--- src/source/rename_pkg.sv ---
package rename_pkg;

  // ******************************
  // sizes
  // ******************************
  localparam int XLEN        = 32;
  localparam int ARCH_REGS   = 32;
  localparam int PHYS_REGS   = 64;
  localparam int PREG_W      = 6;
  localparam int ARCH_W      = 5;
  localparam int ISSUE_WIDTH = 2;
  localparam int FREE_DEPTH  = 32;
  localparam int FREE_W      = 5;

  // rv32 major opcodes the decoder cares about
  localparam logic [6:0] OP_R      = 7'b0110011;
  localparam logic [6:0] OP_STORE  = 7'b0100011;
  localparam logic [6:0] OP_BRANCH = 7'b1100011;
  localparam logic [6:0] OP_LUI    = 7'b0110111;
  localparam logic [6:0] OP_AUIPC  = 7'b0010111;
  localparam logic [6:0] OP_JAL    = 7'b1101111;

  // ******************************
  // instruction word views
  // ******************************
  typedef struct packed {
    logic [6:0]        funct7;
    logic [ARCH_W-1:0] rs2;
    logic [ARCH_W-1:0] rs1;
    logic [2:0]        funct3;
    logic [ARCH_W-1:0] rd;
    logic [6:0]        opcode;
  } r_fields_t;

  typedef struct packed {
    logic [11:0]       imm12;
    logic [ARCH_W-1:0] rs1;
    logic [2:0]        funct3;
    logic [ARCH_W-1:0] rd;
    logic [6:0]        opcode;
  } i_fields_t;

  typedef union packed {
    r_fields_t r_fields;
    i_fields_t i_fields;
  } instr_word_u;

  typedef struct packed {
    logic              valid;
    logic [ARCH_W-1:0] rd;   // zero when nothing is written
    logic [ARCH_W-1:0] rs1;
    logic [ARCH_W-1:0] rs2;
    logic              uses_rs2;
    logic [11:0]       imm12;
    logic [6:0]        opcode;
    logic              spec;
  } slot_req_t;

  typedef struct packed {
    logic              rename;
    logic [ARCH_W-1:0] rd;
    logic              spec;
    logic [ARCH_W-1:0] src_1;
    logic [ARCH_W-1:0] src_2;
  } reg_query_t;

  typedef struct packed {
    logic [PREG_W-1:0] rn;
    logic [XLEN-1:0]   data_1;
    logic              valid_1;
    logic [PREG_W-1:0] rrn_1;
    logic [XLEN-1:0]   data_2;
    logic              valid_2;
    logic [PREG_W-1:0] rrn_2;
  } reg_answer_t;

  typedef struct packed {
    logic [XLEN-1:0]   value;
    logic [PREG_W-1:0] tag;
    logic              ready;
  } operand_t;

  typedef struct packed {
    logic              valid;
    logic [ARCH_W-1:0] rd;
    logic [PREG_W-1:0] rn;
    logic [6:0]        opcode;
    logic [11:0]       imm12;
    operand_t          src_1;
    operand_t          src_2;
    logic [ARCH_W-1:0] rs1;
    logic [ARCH_W-1:0] rs2;
  } lane_out_t;

  typedef struct packed {
    logic              valid;
    logic [ARCH_W-1:0] arn;  // 0 means execution result
    logic [PREG_W-1:0] rrn;
    logic [XLEN-1:0]   result;
  } wb_port_t;

  typedef struct packed {
    logic              valid;
    logic [PREG_W-1:0] rn;
    logic [6:0]        opcode;
    logic [11:0]       imm12;
    operand_t          src_1;
    operand_t          src_2;
  } dispatch_slot_t;

endpackage

--- src/source/dispatch_merger.sv ---
`timescale 1ns/100ps

module dispatch_merger
  import rename_pkg::*;
(
  input  logic           global_bus,
  input  logic           rst_n,
  input  lane_out_t      lane_out [ISSUE_WIDTH],
  input  logic           dispatch_ready,
  output logic           lane_hold,
  output logic           can_accept,
  output dispatch_slot_t dispatch [ISSUE_WIDTH],
  output logic           dispatch_valid
);

  logic           held_valid_q;

  // ******************************
  // intra-bundle dependency fix
  // ******************************
  always_comb begin
    for (int i = 0; i < ISSUE_WIDTH; i++) begin
      dispatch[i].valid  = lane_out[i].valid;
      dispatch[i].rn     = lane_out[i].rn;
      dispatch[i].opcode = lane_out[i].opcode;
      dispatch[i].imm12  = lane_out[i].imm12;
      dispatch[i].src_1  = lane_out[i].src_1;
      dispatch[i].src_2  = lane_out[i].src_2;
      for (int k = 0; k < i; k++) begin  // nearest older slot wins
        if (lane_out[k].rd != '0 && lane_out[i].rs1 == lane_out[k].rd) begin
          dispatch[i].src_1 = '{value: '0, tag: lane_out[k].rn, ready: 1'b0};
        end
        if (lane_out[k].rd != '0 && lane_out[i].rs2 == lane_out[k].rd) begin
          dispatch[i].src_2 = '{value: '0, tag: lane_out[k].rn, ready: 1'b0};
        end
      end
    end
  end

  assign dispatch_valid = held_valid_q || lane_out[0].valid;
  assign lane_hold      = dispatch_valid && !dispatch_ready;
  assign can_accept     = !dispatch_valid || dispatch_ready;

  always_ff @(posedge global_bus) begin
    if (!rst_n) begin
      held_valid_q <= 1'b0;
    end else begin
      held_valid_q <= lane_hold;  // drops on the transfer edge
    end
  end

endmodule

--- config.mk ---
export PLATFORM = sky130hd
export DESIGN_NAME = dispatch_merger
export DESIGN_NICKNAME = d
export VERILOG_FILES = /design/src/source/rename_pkg.sv /design/src/source/dispatch_merger.sv
export SDC_FILE = /design/constraint.sdc
export NUM_CORES = 1
export LEC_CHECK = 0
export BUFFER_PORTS_ARGS = -buffer_cell sky130_fd_sc_hd__buf_4
export CAP_MARGIN = 10
export CORE_AREA = 2 2 177 179
export DETAILED_ROUTE_END_ITERATION = 10
export DIE_AREA = 0 0 179 181
export PLACE_DENSITY_LB_ADDON = 0.12
export SLEW_MARGIN = 20
export SYNTH_ARGS = -nofsm -noshare
export SYNTH_HDL_FRONTEND = slang
export SYNTH_SLANG_ARGS = --single-unit
--- constraint.sdc ---
create_clock -name global_bus -period 2 [get_ports global_bus]
set_input_delay 0.3 -clock global_bus [delete_from_list [all_inputs] [get_ports global_bus]]
set_output_delay 0.3 -clock global_bus [all_outputs]
set_load 0.02 [all_outputs]
Word-level counts from Yosys, hierarchy flattened. Index checks and enable logic that the tools add are counted.

Add/subtract/negate cells: 0. Multiply operators: 0. Shifts and indexed selects: 0. Multiplexer cells: 2. $lt $le $gt $ge: 0. Reduce and logical (&&, ||, !) cells: 8. Equal/unequal tests: 2. Div/mod/pow operators: 0. Bitwise gates (word level): 0.

Operators by type and width (count): $mux 39 (2); $eq 5x5->1 (2); $reduce_bool 5->1 (1); $logic_and 1x1->1 (3); $logic_not 1->1 (2); $logic_or 1x1->1 (2).

Memory bits (writable): 0. Bits in latches: 0. ROM bits: 0. Memories: 0. Input port bits: 241. Logic and storage cells: 13. Flip-flop bits (word level): 1. Output and inout port bits: 211.

Logic depth before layout (Yosys ltp).
Depth in word-level cells: 3. Gate-level depth with buffers: 6. Mapped depth without buffers: 4.

Worst setup path after synthesis. Ideal clock, no wire load.

Kind: input-to-output. Start point: input lane_out[233] (netlist bit). End point: output dispatch[28] (netlist bit). Path buffers: 2. Arrival time: 1.629 ns. Setup slack: 0.071 ns. Stages on the path: 6. Required time: 1.700 ns. Cells stage by stage: or4_4 -> nor2_4 -> nor4_2 -> buf_6 -> buf_2 -> nor2b_1.

RTL lines: start: declaration (line dispatch_merger.sv:8) `input lane_out_t lane_out [ISSUE_WIDTH],`; end: declaration (line dispatch_merger.sv:12) `output dispatch_slot_t dispatch [ISSUE_WIDTH],`.

==> impl_metrics.tcl <==
set metrics [dict create \
    synth_area_leaders "buf_4, nor2b_1, mux2_4" \
    design.core.area_mm2 0.03035 \
    worstPathMaxFanout 13 \
    antenna_found_initial 0 \
    final_common_cell "buf_4" \
    syn-cell-area_mm2 0.001810 \
    wl_um 6982 \
    top_regs "held_valid_q (1)" \
    gp_congestion 0.6695 \
    final_cell_mix "buf_4, buf_6, nor2b_4" \
    final_nets 551 \
    worstPathArrival_ns 1.82 \
    largest_reg_flops 1 \
    via_per_inst 2.337 \
    grt.total_usage 0.03498 \
    relSlewSlack 0.7418 \
    final.setup.worst_slack_ns -0.1159 \
    critPathLaunch "lane_out[233]" \
    fp.dieH_um 181 \
    grt_pass1_wl_um 9156 \
    fillCellCount 3494 \
    hold-path-cell-count 2 \
    ant_nets 0 \
    synth.avg_cell_area_um2 7.639 \
    clk_latency_ns 0 \
    p_leak_nw 1.668 \
    r2r_cells 4 \
    final_hold_viol_count 0 \
    initial_core_util 0.05966 \
    synth.lib_cells_used.distinct 17 \
    synth_top_cell_by_area "buf_4" \
    clk_pin_slew_ns 0 \
    drc 0 \
    synth_top_area_share 0.5390 \
    die_area_mm2 0.03240 \
    drt_first_pass_iters 2 \
    wl_per_cell_um 9.918 \
    synth_warnings 0 \
    syn-num-nets 478 \
    regMostFlops "held_valid_q" \
    multi_input_area_mm2 0.001075 \
    ios 452 \
    endpoint "dispatch[44]" \
    r2r_start "held_valid_q$_SDFF_PN0_" \
    grt_max_degree 14 \
    rsz0062_at_grt "yes" \
    grt_overflow 0 \
    min_path_type "in2reg" \
    fin_util 0.1161 \
    regArea_um2 20.02 \
    io_buffer_count 190 \
    ir_drop_mv 0.06554 \
    skew_ns 0 \
    r2r_end "held_valid_q$_SDFF_PN0_" \
    tightest_slew_ns 0.3844 \
    dpl_worst_slack_ns -0.1760 \
    final_max_slew_viol_count 0 \
    min_period_over_period 1.058 \
    crit_path_start_kind "input pin" \
    period_minus_slack_ns 2.116 \
    violations "negative setup slack" \
    area_growth_pct 94.61 \
    path_class "in2out" \
    drt-initial-drc-count 11 \
    setup-tns-final_ns -3.557 \
    setup_viol 72 \
    hpwl_um 6064 \
    fp.dieW_um 179 \
    max_cap_viol_count 0 \
    first_global_vias 1758 \
    timing.fmax_mhz 472.6 \
    drive_gt1_frac 0.8669 \
    endpoint_kind "output pin" \
    antenna_cells 0 \
    worst-r2r-setup-slack_ns 1.04 \
    p_per_area_mw_per_mm2 234.4 \
    rows 64 \
    run_status "finished with violations" \
    num_vias 1645 \
    synthCells 237 \
    required_ns 1.70 \
    ys_ff_latch 1 \
    synth_seq_area_share 0.01106 \
]
-- cell usage after synthesis --
library cell	instances
nor2b_1	66
nand2b_1	1
buf_4	130
nor4_2	2
inv_1	1
clkbuf_1	4
xnor2_1	6
and2_1	1
buf_6	3
or4_4	1
nand3_1	2
xor2_1	4
mux2_4	12
or2_2	1
nor2_4	1
dfxtp_1	1
buf_2	1
-- worst min path at each step --
stage | from | to | slack (ns)
6_report | rst_n | held_valid_q$_SDFF_PN0_ | 0.52
3_3_place_gp | rst_n | held_valid_q$_SDFF_PN0_ | 0.50
4_1_cts | rst_n | held_valid_q$_SDFF_PN0_ | 0.52
2_1_floorplan | rst_n | held_valid_q$_SDFF_PN0_ | 0.42
3_5_place_dp | rst_n | held_valid_q$_SDFF_PN0_ | 0.52
5_1_grt | rst_n | held_valid_q$_SDFF_PN0_ | 0.53
-- through the flow --
step | std cells | power, W | cell area (um^2) | hold WS [ns]
final | 704 | 0.0008260 | 3523 | 0.5170
after global routing | 704 | 0.0008776 | 3523 | 0.5337
after CTS | 701 | 0.0007350 | 3053 | 0.5211
after detailed placement | 698 | 0.0006939 | 2868 | 0.5185
after global placement | 698 | 0.0006964 | 2868 | 0.5028
after floorplan | 237 | 0.0006760 | 1810 | 0.4217
-- cells by family (layout without fill, tap and decap cells) --
kind of cell,Yosys count,count (layout),share of synthesized area
XOR/XNOR,10,10,0.04837
multiplexers,12,12,0.09951
flip-flops,1,1,0.01106
buffers and inverters,139,210,0.5708
AND/OR/NAND/NOR,75,75,0.2702
-- cell type report --
class,count,share of cell area
inverter,1,0.001065
timing repair buffer,209,0.5476
multi-input combinational,97,0.3050
sequential,1,0.005682
tap,396,0.1406
-- power breakdown --
group	internal (W)	switching (W)	leakage, nW	total [W]
sequential	0.0000213	0.000000144	0.00823	0.0000215
combinational	0.000470	0.000335	1.66	0.000805
clock	0	0	0	0
total	0.000491	0.000335	1.67	0.000826
-- worst max-delay path, cell delays in order --
cell    delay (ns)
buf_6         0.09
or4_4         0.54
nor2_4        0.18
nor4_4        0.09
buf_12        0.16
mux2_4        0.30
buf_6         0.13
-- repair_timing --
item,in CTS,in global routing
endpoints found under the hold margin,0,0
endpoints found under the setup margin,54,76
pin swaps,1,1
hold buffers,0,0
gates cloned,0,2
gates resized for setup,37,102
setup buffers,3,1
-- metal layers --
layer / track usage / wire length [um] / part of all wire
met1: 0.03939 / 2551 / 0.37
met2: 0.06154 / 3397 / 0.49
met3: 0.01326 / 902 / 0.13
met4: 0.008455 / 130 / 0.019
met5: 0 / 0 / 0
(Power assumes the default switching activity.)
