**config.mk**
```make
export PLATFORM = sky130hd
export DESIGN_NAME = operand_lane
export DESIGN_NICKNAME = d
export VERILOG_FILES = /design/src/source/rename_pkg.sv /design/src/source/operand_lane.sv
export SDC_FILE = /design/constraint.sdc
export NUM_CORES = 1
export LEC_CHECK = 0
export BUFFER_PORTS_ARGS = -buffer_cell sky130_fd_sc_hd__buf_4
export CAP_MARGIN = 20
export CELL_PAD_IN_SITES_DETAIL_PLACEMENT = 0
export CELL_PAD_IN_SITES_GLOBAL_PLACEMENT = 1
export CORE_ASPECT_RATIO = 0.7
export CORE_MARGIN = 2
export CORE_UTILIZATION = 35
export DETAILED_ROUTE_END_ITERATION = 10
export MAX_ROUTING_LAYER = met4
export PLACE_DENSITY_LB_ADDON = 0.1
export SLEW_MARGIN = 20
export SYNTH_ARGS = -nofsm -noshare
export SYNTH_HDL_FRONTEND = slang
export SYNTH_SLANG_ARGS = --single-unit
```
**constraint.sdc**
```tcl
create_clock -name global_bus -period 17.1 [get_ports global_bus]
set_clock_uncertainty 0.15 [all_clocks]
set_input_delay 0.855 -clock global_bus [delete_from_list [all_inputs] [get_ports global_bus]]
set_output_delay 0.855 -clock global_bus [all_outputs]
set_load 0.03 [all_outputs]
```
**src/source/rename_pkg.sv**
```systemverilog
package rename_pkg;

  // ******************************
  // sizes
  // ******************************
  localparam int XLEN        = 32;
  localparam int ARCH_REGS   = 32;
  localparam int PHYS_REGS   = 64;
  localparam int PREG_W      = 6;
  localparam int ARCH_W      = 5;
  localparam int ISSUE_WIDTH = 2;
  localparam int FREE_DEPTH  = 32;
  localparam int FREE_W      = 5;

  // rv32 major opcodes the decoder cares about
  localparam logic [6:0] OP_R      = 7'b0110011;
  localparam logic [6:0] OP_STORE  = 7'b0100011;
  localparam logic [6:0] OP_BRANCH = 7'b1100011;
  localparam logic [6:0] OP_LUI    = 7'b0110111;
  localparam logic [6:0] OP_AUIPC  = 7'b0010111;
  localparam logic [6:0] OP_JAL    = 7'b1101111;

  // ******************************
  // instruction word views
  // ******************************
  typedef struct packed {
    logic [6:0]        funct7;
    logic [ARCH_W-1:0] rs2;
    logic [ARCH_W-1:0] rs1;
    logic [2:0]        funct3;
    logic [ARCH_W-1:0] rd;
    logic [6:0]        opcode;
  } r_fields_t;

  typedef struct packed {
    logic [11:0]       imm12;
    logic [ARCH_W-1:0] rs1;
    logic [2:0]        funct3;
    logic [ARCH_W-1:0] rd;
    logic [6:0]        opcode;
  } i_fields_t;

  typedef union packed {
    r_fields_t r_fields;
    i_fields_t i_fields;
  } instr_word_u;

  typedef struct packed {
    logic              valid;
    logic [ARCH_W-1:0] rd;   // zero when nothing is written
    logic [ARCH_W-1:0] rs1;
    logic [ARCH_W-1:0] rs2;
    logic              uses_rs2;
    logic [11:0]       imm12;
    logic [6:0]        opcode;
    logic              spec;
  } slot_req_t;

  typedef struct packed {
    logic              rename;
    logic [ARCH_W-1:0] rd;
    logic              spec;
    logic [ARCH_W-1:0] src_1;
    logic [ARCH_W-1:0] src_2;
  } reg_query_t;

  typedef struct packed {
    logic [PREG_W-1:0] rn;
    logic [XLEN-1:0]   data_1;
    logic              valid_1;
    logic [PREG_W-1:0] rrn_1;
    logic [XLEN-1:0]   data_2;
    logic              valid_2;
    logic [PREG_W-1:0] rrn_2;
  } reg_answer_t;

  typedef struct packed {
    logic [XLEN-1:0]   value;
    logic [PREG_W-1:0] tag;
    logic              ready;
  } operand_t;

  typedef struct packed {
    logic              valid;
    logic [ARCH_W-1:0] rd;
    logic [PREG_W-1:0] rn;
    logic [6:0]        opcode;
    logic [11:0]       imm12;
    operand_t          src_1;
    operand_t          src_2;
    logic [ARCH_W-1:0] rs1;
    logic [ARCH_W-1:0] rs2;
  } lane_out_t;

  typedef struct packed {
    logic              valid;
    logic [ARCH_W-1:0] arn;  // 0 means execution result
    logic [PREG_W-1:0] rrn;
    logic [XLEN-1:0]   result;
  } wb_port_t;

  typedef struct packed {
    logic              valid;
    logic [PREG_W-1:0] rn;
    logic [6:0]        opcode;
    logic [11:0]       imm12;
    operand_t          src_1;
    operand_t          src_2;
  } dispatch_slot_t;

endpackage

```
**src/source/operand_lane.sv**
```systemverilog
`timescale 1ns/100ps

module operand_lane
  import rename_pkg::*;
(
  input  logic        global_bus,
  input  logic        rst_n,
  input  slot_req_t   slot_req,
  input  reg_answer_t reg_answer,
  input  logic        lane_hold,
  output reg_query_t  reg_query,
  output lane_out_t   lane_out
);

  lane_out_t         lane_next;
  logic [ARCH_W-1:0] src_2;

  function automatic operand_t resolve(input logic [ARCH_W-1:0] src,
                                       input logic [XLEN-1:0]   data,
                                       input logic              valid,
                                       input logic [PREG_W-1:0] rrn);
    operand_t op;
    op = '{value: '0, tag: '0, ready: 1'b1};  // x0 and unused read as zero
    if (src != '0) begin
      if (valid) begin
        op.value = data;
      end else begin
        op.tag   = rrn;
        op.ready = 1'b0;
      end
    end
    return op;
  endfunction

  assign src_2 = slot_req.uses_rs2 ? slot_req.rs2 : '0;

  assign reg_query.rename = slot_req.valid && (slot_req.rd != '0);
  assign reg_query.rd     = slot_req.rd;
  assign reg_query.spec   = slot_req.spec;
  assign reg_query.src_1  = slot_req.rs1;
  assign reg_query.src_2  = src_2;

  always_comb begin
    lane_next.valid  = slot_req.valid;
    lane_next.rd     = reg_query.rename ? slot_req.rd : '0;
    lane_next.rn     = reg_answer.rn;
    lane_next.opcode = slot_req.opcode;
    lane_next.imm12  = slot_req.imm12;
    lane_next.src_1  = resolve(slot_req.rs1, reg_answer.data_1, reg_answer.valid_1,
                               reg_answer.rrn_1);
    lane_next.src_2  = resolve(src_2, reg_answer.data_2, reg_answer.valid_2,
                               reg_answer.rrn_2);
    lane_next.rs1    = slot_req.rs1;
    lane_next.rs2    = src_2;
  end

  always_ff @(posedge global_bus) begin
    if (!rst_n) begin
      lane_out.valid <= 1'b0;
    end else if (!lane_hold) begin
      lane_out <= lane_next;
    end
  end

endmodule

```
# After elaboration in Yosys (flattened, before gate mapping)
# Cells that the tools add are included.
# classes
add_sub_neg,0
n_shift,0
bitwise_logic,3
n_reduce_logical,9
n_eq_ne,0
mul,0
div_mod_pow,0
n_mux,3
n_lt_le_gt_ge,0
# op_table
operator,count
$reduce_bool A5 Y1,3
$reduce_and A2 Y1,3
$mux W5,1
$reduce_or A2 Y1,2
$not A1 Y1,3
$mux W1,2
$logic_and A1 B1 Y1,1
# word_totals
mem_count,0
input_bits,124
romBits,0
ram_bits,0
reg_bits,119
latch_bits,0

# Logic depth before layout (Yosys ltp)
# logic_depth
ltp_word,4
depth_mapped,4
ltp_nobuf,2

# Worst setup path before layout
# No wires, ideal clock.
# synth_timing
path_kind,input to register
from,input port lane_hold
to,register lane_out[0] (netlist bit) (enable)
t_required_ns,16.338
setup_time_ns,0.612
path_slack_ns,10.242
stages,1
arrival_ns,6.095
path_cell_list,nor2b_1
# synth_via
elab_chain_cells,2
# synth_lines
item,line,source
from (decl),operand_lane.sv:10,"input logic lane_hold,"
$not A1 Y1 (no source line),--,
$reduce_and A2 Y1 (no source line),--,
to (signal assigned),operand_lane.sv:61,lane_out <= lane_next;
to (decl),operand_lane.sv:12,output lane_out_t lane_out
# Every way passes these cells.
# A chain may end at the register's enable or synchronous reset.

==> impl_metrics.py <==
metrics = {
    "placement": {
        "portBuffers": 257,
        "post-dp-hpwl_um": 8270,
        "gp_congestion": 0.769,
        "dpl.cell_count": 715,
        "post_dp_cell_area_mm2": 0.00663,
    },
    "synthesis": {
        "synthDominantAreaCellType": "edfxtp_1",
        "synth_sequential_area_ratio_pct": 76.7,
        "yosys_most_used_dff": "edfxtp_1",
        "synthDistinctLibCells": 20,
        "postSynthAreaPerCell_um2": 14.2,
        "synthesis.area_mm2": 0.00464,
        "async_flop_share_pct": 0,
        "yosys_warnings": 0,
        "synth_largest_type_area_fraction_pct": 76.3,
        "synth_enable_flop_cells": 118,
        "post_synth_inst_count": 327,
        "yosys.cell_count.top_type": "edfxtp_1",
        "synth.top_cells.by_area": "edfxtp_1 (76%), a21oi_1 (7.5%), nand3_1 (3.4%)",
        "synth_fp_nets": 451,
        "synth_seq_cells": 119,
        "synthTopCellsByCount": "edfxtp_1 (118), a21oi_1 (70), nand2_1 (32), nand3_1 (32), clkbuf_1 (21)",
    },
    "min_path": {
        "hold_path_end": "lane_out[118]",
        "worst_hold_path.num_cells": 2,
        "worst_hold_path_type": "register to register",
        "hold_start": "lane_out[118]",
    },
    "die": {
        "fp.coreArea_mm2": 0.0131,
        "die_width_um": 142,
        "die_h_um": 100,
        "dieArea_mm2": 0.0142,
        "rows": 35,
        "initial_core_utilization_pct": 35.6,
        "ioPinCount": 260,
    },
    "final_layout": {
        "postLayoutCellArea_mm2": 0.00719,
        "antenna_cells_inserted": 0,
        "flow.area_growth_from_synthesis_pct": 54.9,
        "reg_top3": "lane_out (119)",
        "finish.cell_count_without_fillers": 747,
        "finish.net_count": 692,
        "max_ffs_per_register": 119,
        "final_layout_size_suffix_gt1_share_pct": 50.9,
        "registers.top_by_ff_count": "lane_out",
    },
    "power": {
        "fin_total_pwr_w": 0.000803,
        "vdd_ir_drop_max_v": 0.0000611,
        "power.density_mw_per_mm2": 112,
        "p_leak_nw": 2.96,
    },
    "routing": {
        "final_routed_wire_length_divided_by_cell_count_um": 16.4,
        "drc": 0,
        "drt-initial-drc-count": 180,
        "viasPerCell": 4.80,
        "via_count": 3588,
        "routed_antenna_nets": 0,
        "drt-pass1-iter-count": 4,
        "wl_um": 12200,
    },
    "clocking": {
        "post_cts_hold_buffer_count": 0,
        "cts_num_sinks": 119,
        "postCtsSetupBuffers": 0,
        "cts-root-buf": "clkbuf_16",
        "clk_latency_ns": 0.40,
        "cts_resized": 0,
        "cts_tree": "yes",
        "numCtsBuffers": 17,
        "cts-htree-levels": 4,
        "clock_path_buffers": 2,
        "cts.clk_slew.worst_paths_ns": 0.05,
    },
    "setup_path": {
        "worst-r2r-setup-slack_ns": 16.35,
        "cp_max_fo": 3,
        "cpMaxStageDelayCell": "or4_1",
        "required_ns": 16.10,
        "critical_path.reg2reg.endpoint": "lane_out[118]",
        "worst_path_dominant_cell_family": "simple AND/OR/NAND/NOR gates",
        "worst_ep_arrival_time_ns": 1.83,
        "startpoint_of_the_lowest_slack_register_to_register_path": "lane_out[118]",
        "depth_of_the_worst_register_to_register_path": 2,
        "critical_path_class": "input port to output pin",
        "crit_path_start_kind": "input port",
        "critical_path_buf_inv_count": 2,
        "critPathMostFrequentCell": "buf_4",
        "worstPathCellList": "buf_4 > or4_1 > o21a_1 > buf_4",
        "timing.critical_path.to_type": "output pin",
        "critical_path.max_stage_delay_ns": 0.52,
    },
    "sta": {
        "whs_ns": 0.390,
        "finalHoldViolCount": 0,
        "finalWorstPathRequiredPeriod_ns": 2.84,
        "period_share_pct": 16.6,
        "setup_repair_after_global_routing_missed_its_margin": "no",
        "actual_transition_at_the_worst_max_transition_pin_ns": 1.01,
        "report.final.slew_viol_count": 0,
        "slew-limit-headroom_pct": 32.7,
        "setup_violations": 0,
        "clock.fmax_ghz": 0.353,
        "fin_tns_setup_ns": 0,
    },
    "global_routing": {
        "largest_net_degree_at_the_start_of_global_routing": 67,
        "first_global_vias": 3425,
        "global_route.overflow_total": 0,
        "antenna_violations_before_repair": 0,
        "grt_usage_pct": 17.4,
        "grt_pass1_wl_um": 17900,
    },
    "outcome": {
        "result_of_the_run": "completed",
    },
    "run": {
        "max-cap-violations": 0,
    },
}
==> kinds of logic (layout without fill, tap and decap cells) <==
family	count (synthesis)	after routing	synth area share [%]
DFF	119	119	76.7
and+or+nand+nor	87	87	9.32
AOI/OAI and AO/OA	79	79	9.27
buffers and inverters	41	295	4.45
muxes	1	1	0.216
==> final cells by class <==
class,instances,area [um^2]
Multi-Input combinational cell,167,896
Fill cell,1153,5860
Clock buffer,17,425
Clock inverter,15,131
Tap cell,166,208
Inverter,2,7.51
Sequential cell,119,3560
Timing Repair Buffer,261,1960
==> worst register-to-register path, stage by stage, from the launching register on <==
cell     delay [ns]
dfxtp_1        0.31
mux2i_1        0.13
nor2b_1        0.06
==> how the worst max path moves through the flow <==
stage                     depth (start not counted)       endpoint  slack (ns)    startpoint
after global placement                            4  lane_out[109]       14.10     lane_hold
after CTS                                         4  reg_query[16]       14.25  slot_req[32]
after global routing                              4  reg_query[16]       14.24  slot_req[32]
after floorplan                                   1    lane_out[0]       10.24     lane_hold
final                                             4  reg_query[16]       14.26  slot_req[32]
after detailed placement                          4   lane_out[92]       14.09     lane_hold
==> per-layer routing <==
layer | GRT usage, % | wire length, um | vias to the layer above
li1 | - | - | 1689
met1 | 20.7 | 4970 | 1707
met2 | 26.1 | 5880 | 173
met3 | 7.25 | 1120 | 19
met4 | 7.46 | 250 | 0
met5 | - | 0 | -
==> power by group <==
group	switching, W	leakage (nW)	internal (W)
Sequential	0.00000510	1.05	0.000342
Combinational	0.0000736	1.65	0.0000483
Clock	0.000133	0.263	0.000200
Total	0.000212	2.96	0.000591
==> cells in the final DEF, fill, tap and decap left out, types with 2 or more instances in the layout <==
cell type,n
clkbuf_16,17
nor2b_1,2
and2_1,10
a21oi_1,70
clkinv_2,3
clkinv_4,4
clkinvlp_4,4
nand2_1,32
nand2b_1,6
nand3_1,32
o211a_1,6
inv_6,2
edfxtp_1,118
buf_4,261
or4_1,2
==> per-stage QoR <==
stage               util (%)  setup slack [ns]
global placement        50.8             14.10
global route            55.1             14.24
floorplan                  -             10.24
detailed placement      50.8             14.09
finish                  55.1             14.26
CTS                     55.1             14.25
(Power assumes the default switching activity.)
