`src/source/rename_pkg.sv`:
```
package rename_pkg;

  // ******************************
  // sizes
  // ******************************
  localparam int XLEN        = 32;
  localparam int ARCH_REGS   = 32;
  localparam int PHYS_REGS   = 64;
  localparam int PREG_W      = 6;
  localparam int ARCH_W      = 5;
  localparam int ISSUE_WIDTH = 2;
  localparam int FREE_DEPTH  = 32;
  localparam int FREE_W      = 5;

  // rv32 major opcodes the decoder cares about
  localparam logic [6:0] OP_R      = 7'b0110011;
  localparam logic [6:0] OP_STORE  = 7'b0100011;
  localparam logic [6:0] OP_BRANCH = 7'b1100011;
  localparam logic [6:0] OP_LUI    = 7'b0110111;
  localparam logic [6:0] OP_AUIPC  = 7'b0010111;
  localparam logic [6:0] OP_JAL    = 7'b1101111;

  // ******************************
  // instruction word views
  // ******************************
  typedef struct packed {
    logic [6:0]        funct7;
    logic [ARCH_W-1:0] rs2;
    logic [ARCH_W-1:0] rs1;
    logic [2:0]        funct3;
    logic [ARCH_W-1:0] rd;
    logic [6:0]        opcode;
  } r_fields_t;

  typedef struct packed {
    logic [11:0]       imm12;
    logic [ARCH_W-1:0] rs1;
    logic [2:0]        funct3;
    logic [ARCH_W-1:0] rd;
    logic [6:0]        opcode;
  } i_fields_t;

  typedef union packed {
    r_fields_t r_fields;
    i_fields_t i_fields;
  } instr_word_u;

  typedef struct packed {
    logic              valid;
    logic [ARCH_W-1:0] rd;   // zero when nothing is written
    logic [ARCH_W-1:0] rs1;
    logic [ARCH_W-1:0] rs2;
    logic              uses_rs2;
    logic [11:0]       imm12;
    logic [6:0]        opcode;
    logic              spec;
  } slot_req_t;

  typedef struct packed {
    logic              rename;
    logic [ARCH_W-1:0] rd;
    logic              spec;
    logic [ARCH_W-1:0] src_1;
    logic [ARCH_W-1:0] src_2;
  } reg_query_t;

  typedef struct packed {
    logic [PREG_W-1:0] rn;
    logic [XLEN-1:0]   data_1;
    logic              valid_1;
    logic [PREG_W-1:0] rrn_1;
    logic [XLEN-1:0]   data_2;
    logic              valid_2;
    logic [PREG_W-1:0] rrn_2;
  } reg_answer_t;

  typedef struct packed {
    logic [XLEN-1:0]   value;
    logic [PREG_W-1:0] tag;
    logic              ready;
  } operand_t;

  typedef struct packed {
    logic              valid;
    logic [ARCH_W-1:0] rd;
    logic [PREG_W-1:0] rn;
    logic [6:0]        opcode;
    logic [11:0]       imm12;
    operand_t          src_1;
    operand_t          src_2;
    logic [ARCH_W-1:0] rs1;
    logic [ARCH_W-1:0] rs2;
  } lane_out_t;

  typedef struct packed {
    logic              valid;
    logic [ARCH_W-1:0] arn;  // 0 means execution result
    logic [PREG_W-1:0] rrn;
    logic [XLEN-1:0]   result;
  } wb_port_t;

  typedef struct packed {
    logic              valid;
    logic [PREG_W-1:0] rn;
    logic [6:0]        opcode;
    logic [11:0]       imm12;
    operand_t          src_1;
    operand_t          src_2;
  } dispatch_slot_t;

endpackage

```
`src/source/bundle_decoder.sv`:
```
`timescale 1ns/100ps

module bundle_decoder
  import rename_pkg::*;
(
  input  logic        global_bus,
  input  logic        rst_n,
  input  instr_word_u bundle_in [ISSUE_WIDTH],
  input  logic        bundle_valid,
  input  logic        bundle_spec,
  input  logic        can_accept,
  input  logic        rename_ok,
  output logic        bundle_ready,
  output slot_req_t   slot_req [ISSUE_WIDTH]
);

  logic live_q;
  logic accept;

  // no bundles during the first cycle out of reset
  always_ff @(posedge global_bus) begin
    if (!rst_n) begin
      live_q <= 1'b0;
    end else begin
      live_q <= 1'b1;
    end
  end

  assign bundle_ready = live_q && can_accept && rename_ok;
  assign accept       = bundle_valid && bundle_ready;

  // ******************************
  // per-slot field decode
  // ******************************
  always_comb begin : decode
    instr_word_u word;
    logic [6:0]  opc;
    logic        writes_rd;
    logic        uses_rs2;
    logic        no_rs1;
    for (int i = 0; i < ISSUE_WIDTH; i++) begin
      word      = bundle_in[i];
      opc       = word.r_fields.opcode;
      writes_rd = !(opc == OP_STORE || opc == OP_BRANCH);
      uses_rs2  = (opc == OP_R) || (opc == OP_STORE) || (opc == OP_BRANCH);
      no_rs1    = (opc == OP_LUI) || (opc == OP_AUIPC) || (opc == OP_JAL);

      slot_req[i].valid    = accept;  // lanes never recheck acceptance
      slot_req[i].rd       = writes_rd ? word.r_fields.rd : '0;
      slot_req[i].rs1      = no_rs1 ? '0 : word.i_fields.rs1;
      slot_req[i].rs2      = uses_rs2 ? word.r_fields.rs2 : '0;
      slot_req[i].uses_rs2 = uses_rs2;
      slot_req[i].imm12    = word.i_fields.imm12;  // other view of the same bits
      slot_req[i].opcode   = opc;
      slot_req[i].spec     = bundle_spec;
    end
  end

endmodule

```
`config.mk`:
```
export PLATFORM = sky130hd
export DESIGN_NAME = bundle_decoder
export DESIGN_NICKNAME = d
export VERILOG_FILES = /design/src/source/rename_pkg.sv /design/src/source/bundle_decoder.sv
export SDC_FILE = /design/constraint.sdc
export NUM_CORES = 1
export LEC_CHECK = 0
export ABC_AREA = 1
export BUFFER_PORTS_ARGS = -buffer_cell sky130_fd_sc_hd__buf_2
export CORE_MARGIN = 3
export CORE_UTILIZATION = 30
export CTS_CLUSTER_DIAMETER = 80
export DETAILED_ROUTE_END_ITERATION = 6
export GPL_TIMING_DRIVEN = 0
export PLACE_DENSITY = 0.93
export SLEW_MARGIN = 20
export SYNTH_ARGS = -nofsm -noshare
export SYNTH_HDL_FRONTEND = slang
export SYNTH_SLANG_ARGS = --single-unit
```
`constraint.sdc`:
```
create_clock -name global_bus -period 2.4 [get_ports global_bus]
set_input_delay 0.6 -clock global_bus [delete_from_list [all_inputs] [get_ports global_bus]]
set_output_delay 0.6 -clock global_bus [all_outputs]
set_load 0.005 [all_outputs]
```
# Word level (Yosys, flattened, before mapping)
# Index checks and enable logic that the tools add are counted.
# Widths: inputs -> output; s select.
[word_totals] regBits=1
[classes] eq_ne=12 mux=7 reduce_logical=13
[ops] operator="$eq 7x6->1 const B" count=6
[ops] operator="$mux 5" count=6
[ops] operator="$eq 7x7->1 const B" count=4
[ops] operator="$eq 7x5->1 const B" count=2
[ops] operator="$logic_or 1x1->1" count=10
[ops] operator="$logic_and 1x1->1" count=3
[ops] operator="$mux 1" count=1

# Logic depth before layout (Yosys ltp)
# Gate-level depths: netlist of the first run.
[logic_depth] depth_word=4 mapped_depth=6 depth_no_buf=6

# Least setup slack after synthesis of the first run
# OpenSTA, ideal clock, no wires.
[synth_timing] path_type="input to output" start="input port bundle_in[1] in the netlist's numbering" end="output port slot_req[20] in the netlist's numbering" arrival_time_ns=1.008 required_ns=1.800 slack_ns=0.792 stages=5 path_buffers=1 path_cell_list="nand2_1 -> inv_2 -> nand2_4 -> nor2_1 -> buf_4"
[synth_via] elab_chain_cells=3
[synth_lines] element="start: declaration" line_no="bundle_decoder.sv:8" text="input instr_word_u bundle_in [ISSUE_WIDTH],"
[synth_lines] element="$eq 7x6->1" line_no="bundle_decoder.sv:45" text="uses_rs2 = (opc == OP_R) || (opc == OP_STORE) || (opc == OP_BRANCH);"
[synth_lines] element="$logic_or 1x1->1" line_no="bundle_decoder.sv:45"
[synth_lines] element="$logic_or 1x1->1 *" line_no="bundle_decoder.sv:45"
[synth_lines] element="end: declaration" line_no="bundle_decoder.sv:14" text="output slot_req_t slot_req [ISSUE_WIDTH]"
# Mark *: on every way between the ends. The rest lies on a longest branch, timed or not.

==> results of run 1 <==
## power groups by stage
stage / sequential, W / clock [W] / combinational (W)
5_1_grt: 0.0000183 / 0 / 0.000231
3_5_place_dp: 0.0000182 / 0 / 0.000211
6_report: 0.0000181 / 0 / 0.000208
4_1_cts: 0.0000182 / 0 / 0.000211
3_3_place_gp: 0.0000181 / 0 / 0.000206
2_1_floorplan: 0.0000180 / 0 / 0.000104
## cell usage after synthesis (all sizes together)
| cell | n |
|---|---|
| nand4 | 2 |
| nand2 | 28 |
| buf | 43 |
| inv | 30 |
| dfxtp | 1 |
| nor3b | 10 |
| nand3 | 3 |
| nor2 | 21 |
## metrics by stage
step	setup WS, ns	util	cells	instance area [µm²]	power, W
6_report	0.494	0.583	291	1500	0.000226
4_1_cts	0.476	0.583	291	1500	0.000229
2_1_floorplan	0.792	-	138	845	0.000122
3_5_place_dp	0.477	0.583	291	1500	0.000229
5_1_grt	0.385	0.583	291	1500	0.000250
3_3_place_gp	0.511	0.583	291	1500	0.000224
## cell families after synthesis
family,after synthesis,share of synthesized area
DFF,1,0.0237
and+or+nand+nor,64,0.461
buffers and inverters,73,0.516
## cells in the final DEF, fill, tap and decap left out, drive strengths merged
cell,n
buf,166
dfxtp,1
inv,30
nand2,28
nand3,3
nand4,2
nor2,21
nor3b,10
## routing by layer
layer  GRT usage  routed length (µm)  up-vias  part of all wire
li1            -                   -      607                 -
met1       0.144                 841      489              0.31
met2       0.303                1610       56              0.60
met3           0                 229        0             0.085
met4           0                   0        0                 0
met5           0                   0        -                 0
## final timing paths
path                            to  slack, ns  cells after the start
worst min-delay path        live_q       0.70                      1
worst max-delay path  slot_req[34]       0.49                      6
## layout make-up
cell class,instances,area [µm²]
tap,30,37.5
buffer,43,323
sequential,1,20.0
fill,264,1070
inverter,30,113
multi-input combinational,64,389
timing repair buffer,123,616
==> reports/qor.csv, run 1 <==
stage;metric;value;unit
outcome;status;finished clean;
timing;setup-tns-final;0;ns
final_layout;diodes;0;
floorplanning;ios;145;
synthesis;avgSynthCellArea;6.12;µm²
detailed_routing;routed_wl;2680;µm
worst_setup_path;arrival;1.31;ns
global_route;grt.overflow.total;0;
power_and_ir_drop;pwr-share-clk;0;
timing;fin_crit_sh;0.794;
synthesis;yosysUniqueCellTypes;12;
worst_setup_path;crit_buf_inv;3;
power_and_ir_drop;peakVddDrop;105;µV
min_path;worstHoldStart;rst_n;
timing;relSlewSlack;0.890;
timing;max_freq;525;MHz
final_layout;top_register;live_q;
worst_setup_path;critPathSlowestCell;nand4_2;
detailed_routing;drt_iter0_markers;13;
global_route;grt_pass1_vias;984;
worst_setup_path;crit_chain;buf_2 > nor2_4 > nand4_2 > nand2_1 > inv_1 > buf_2;
synthesis;synth_nets;208;
detailed_routing;drcViolationCount;0;
power_and_ir_drop;pwr-share-seq;0.080;
clocking;cts_resized;0;
power_and_ir_drop;swShare;0.373;
power_and_ir_drop;switchingPower;0.0000845;W
global_route;antenna_found_initial;0;
synthesis;netlist.area_leader.share;0.382;
timing;drv_slew;0;
detailed_routing;via_count;1152;
place;dpl.hpwl;2540;µm
global_route;grt_pass1_wl;3990;µm
synthesis;yosys.area.top_type;buf_4;
detailed_routing;drtPass1Iterations;4;
detailed_routing;final_antenna_net_count;0;
timing;final.min_clock_period;1.91;ns
synthesis;synthCells;138;
timing;finalHoldViolCount;0;
power_and_ir_drop;internal_power;0.000142;W
timing;rsz0062_at_grt;no;
floorplanning;start_util;0.329;
final_layout;largest_reg_flops;1;
power_and_ir_drop;p_per_area;151;mW/mm²
worst_setup_path;critPathCaptureType;output port;
floorplanning;die_area;0.00349;mm²
place;gp_congestion;0.738;
floorplanning;core;0.00257;mm²
synthesis;yosys_warnings;0;
place;port_buffers;123;
worst_setup_path;critPathLaunch;bundle_in[3];
floorplanning;rows;18;
clocking;path_clk_slew;0;ns
worst_setup_path;critical_path.top_delay_family;simple AND/OR/NAND/NOR gates;
worst_setup_path;cp-start-kind;input pin;
clocking;postCtsSetupBuffers;0;
worst_setup_path;critPathMaxStageDelay;0.16;ns
timing;timing.hold.ws;0.703;ns
clocking;cts_hold_buf;0;
floorplanning;dieHeight;59.1;µm
worst_setup_path;critPathKind;in2out;
flow_run;max_cap_violations;0;
final_layout;final_nets;333;
synthesis;synth_seq_cells;1;
min_path;hold_class;in2reg;
power_and_ir_drop;p_leak;1.07;nW
detailed_routing;via_per_inst;3.96;
worst_setup_path;crit_fanout;5;
synthesis;synth_area_leaders;buf_4 38%, nor3b_2 15%, inv_1 12%, nand2_1 9.8%, nor2_1 8.4%;
synthesis;ys_seq_area_frac;0.0237;
floorplanning;die_w;59.1;µm
worst_setup_path;path_common_cell;buf_2;
detailed_routing;wl_per_cell;9.21;µm
final_layout;top_regs;live_q (1);
final_layout;drive_gt1_frac;0.720;
synthesis;syn_area;845;µm²
worst_setup_path;required;1.80;ns
power_and_ir_drop;pwr-share-comb;0.920;
timing;setup_viol;0;
global_route;grt_usage;0.136;
global_route;grt_start_max_net_pins;7;
final_layout;syn_to_final_growth;77.3;%
timing;worst_pin_slew;0.165;ns
No activity file was read; power rests on OpenSTA's default activity.
==> inputs of run 2 (changes only) <==
--- a/config.mk
+++ b/config.mk
@@ -5,14 +5,14 @@
 export SDC_FILE = /design/constraint.sdc
 export NUM_CORES = 1
 export LEC_CHECK = 0
-export ABC_AREA = 1
+export ABC_AREA = 0
 export BUFFER_PORTS_ARGS = -buffer_cell sky130_fd_sc_hd__buf_2
 export CORE_MARGIN = 3
-export CORE_UTILIZATION = 30
+export CORE_UTILIZATION = 22
 export CTS_CLUSTER_DIAMETER = 80
 export DETAILED_ROUTE_END_ITERATION = 6
 export GPL_TIMING_DRIVEN = 0
-export PLACE_DENSITY = 0.93
+export PLACE_DENSITY = 0.82
 export SLEW_MARGIN = 20
 export SYNTH_ARGS = -nofsm -noshare
 export SYNTH_HDL_FRONTEND = slang
==> constraint.sdc (replaced) <==
create_clock -name global_bus -period 1.7 [get_ports global_bus]
set_input_delay 0.425 -clock global_bus [delete_from_list [all_inputs] [get_ports global_bus]]
set_output_delay 0.425 -clock global_bus [all_outputs]
set_load 0.005 [all_outputs]
==> reports/qor.csv, run 2 <==
stage;metric;value;unit
power_and_ir_drop;p_leak;0.909;nW
place;dpl.hpwl;2360;µm
timing;final.min_clock_period;1.73;ns
floorplanning;die_w;62.6;µm
global_route;grt_pass1_vias;990;
floorplanning;dieHeight;62.6;µm
detailed_routing;wl_met2;1440;µm
synthesis;yosys_warnings;0;
synthesis;synth_edf_count;0;
final_layout;top_register;live_q;
global_route;grt.overflow.total;0;
worst_setup_path;crit_fanout;5;
timing;relSlewSlack;0.697;
synthesis;synthCells;92;
synthesis;synth_area_leaders;buf_4 46%, nor2b_1 14%, and2_1 9.8%, a2111oi_4 7.8%, and2b_1 4.3%;
final_layout;top_regs;live_q (1);
synthesis;ys_seq_area_frac;0.0284;
synthesis;synth_most_common_cell;buf_4;
synthesis;synth_nets;162;
timing;rsz0062_at_grt;yes;
worst_setup_path;cp-start-kind;input pin;
detailed_routing;drt_iter0_markers;4;
final_layout;largest_reg_flops;1;
final_layout;final_common_cell;buf_2;
outcome;violations;setup timing;
timing;drv_slew;0;
detailed_routing;routed_wl;2650;µm
detailed_routing;routedLengthMet1;818;µm
worst_setup_path;critPathMaxStageDelay;0.40;ns
worst_setup_path;critPathSlowestCell;or3b_4;
final_layout;final_cell_count_no_fill;259;
floorplanning;rows;19;
power_and_ir_drop;peakVddDrop;186;µV
synthesis;syn_area;704;µm²
detailed_routing;via_count;992;
synthesis;synth_seq_cells;1;
power_and_ir_drop;p_per_area;213;mW/mm²
min_path;hold_class;in2reg;
timing;finalHoldViolCount;0;
final_layout;layout_common_cells;110 x buf_2, 45 x buf_4, 16 x nor2b_1, 11 x and2_1, 9 x buf_6;
synthesis;yosys.area.top_type;buf_4;
power_and_ir_drop;swShare;0.318;
final_layout;regArea;20.0;µm²
final_layout;syn_to_final_growth;119;%
place;port_buffers;123;
detailed_routing;wl_met3;392;µm
worst_setup_path;required;1.27;ns
timing;timing.hold.ws;0.529;ns
floorplanning;ios;145;
final_layout;diodes;0;
detailed_routing;via_per_inst;3.83;
outcome;status;finished with violations;
final_layout;multi_input_area;422;µm²
final_layout;post-route-util;0.532;
synthesis;synthFlopType;dfxtp_1;
clocking;path_clk_slew;0;ns
power_and_ir_drop;pwr-share-seq;0.077;
detailed_routing;wl_per_cell;10.2;µm
synthesis;avgSynthCellArea;7.66;µm²
timing;fin_crit_sh;1.02;
power_and_ir_drop;internal_power;0.000225;W
timing;setup_viol;10;
floorplanning;die_area;0.00392;mm²
worst_setup_path;crit_chain;buf_8 > or3b_4 > a21oi_4 > nor2b_1 > buf_2;
worst_setup_path;arrival;1.30;ns
synthesis;synth_common_cells;43 x buf_4, 16 x nor2b_1, 11 x and2_1;
power_and_ir_drop;switchingPower;0.000105;W
final_layout;final_nets;289;
timing;fin_ws;-0.0268;ns
global_route;grt_usage;0.119;
place;gp_congestion;0.684;
floorplanning;core;0.00290;mm²
floorplanning;start_util;0.243;
worst_setup_path;critPathCaptureType;output port;
detailed_routing;final_antenna_net_count;0;
global_route;grt_start_max_net_pins;7;
detailed_routing;drtPass1Iterations;2;
synthesis;netlist.area_leader.share;0.458;
synthesis;yosysUniqueCellTypes;15;
final_layout;num-fill-cells;288;
timing;max_freq;579;MHz
detailed_routing;drcViolationCount;0;
timing;worst_pin_slew;0.450;ns
power_and_ir_drop;pwr-share-clk;0;
worst_setup_path;critPathKind;in2out;
synthesis;async_flop_share;0;
detailed_routing;routed.top_layer;met3;
place;dp_cells;257;
flow_run;max_cap_violations;0;
final_layout;drive_gt1_frac;0.829;
global_route;grt_pass1_wl;4080;µm
global_route;antenna_found_initial;0;
power_and_ir_drop;pwr-share-comb;0.923;
==> run 2: changes by cell type after synthesis, sizes merged, moves of 2 or more <==
cell / change
a2111oi: +2
a21oi: +2
and2: +11
and2b: +4
inv: -30
nand2: -26
nand2b: +2
nand4: -2
nand4b: +2
nor2: -21
nor2b: +16
nor3b: -10
nor4: +2
or3b: +2
==> run 2: final timing paths <==
check	startpoint	endpoint	slack (ns)	depth (start not counted)
worst max-delay path	bundle_in[3]	slot_req[27]	-0.03	5
worst min-delay path	rst_n	live_q	0.53	1
==> run 2: metal layers <==
layer / up-vias / GRT usage
li1: 504 / -
met1: 402 / 0.105
met2: 86 / 0.269
met3: 0 / 0.0324
met4: 0 / 0
met5: - / 0
==> run 2: cell type report <==
| class | instances | share of cell area |
|---|---|---|
| plain buffers | 43 | 0.209 |
| flip-flops and latches | 1 | 0.0130 |
| multi-input cells | 48 | 0.273 |
| well taps | 42 | 0.0340 |
| repair buffers | 125 | 0.471 |
==> run 2: power groups by stage <==
stage	Sequential (W)	Combinational, W	Clock, W
3_3_place_gp	0.0000254	0.000263	0
3_5_place_dp	0.0000254	0.000268	0
2_1_floorplan	0.0000254	0.000121	0
6_report	0.0000254	0.000304	0
5_1_grt	0.0000254	0.000330	0
4_1_cts	0.0000254	0.000305	0
==> run 2: per-stage QoR <==
stage	cell area, µm²	total power, W	TNS, ns	setup WS [ns]
6_report	1540	0.000329	-0.198	-0.0268
5_1_grt	1540	0.000356	-1.74	-0.0813
4_1_cts	1530	0.000331	-0.482	-0.0702
3_5_place_dp	1370	0.000293	-4.72	-0.415
3_3_place_gp	1370	0.000288	-4.29	-0.425
2_1_floorplan	704	0.000147	0	0.0988
==> run 2: worst max-delay path, delay by kind of cell <==
family	cells	cell delay, ns
compound gates	1	0.18
simple gates	2	0.47
buf+inv	2	0.23
==> run 2: timing repair <==
action,4_1_cts,5_1_grt
pin swaps,10,6
setup endpoints to repair,32,30
gates cloned,0,0
buffers inserted,1,1
hold buffers,0,0
gates resized for setup,36,2
==> run 2: kinds of logic after synthesis <==
| family | count (synthesis) | synth area share |
|---|---|---|
| compound gates | 4 | 0.103 |
| buf+inv | 43 | 0.458 |
| flops | 1 | 0.0284 |
| simple gates | 44 | 0.410 |
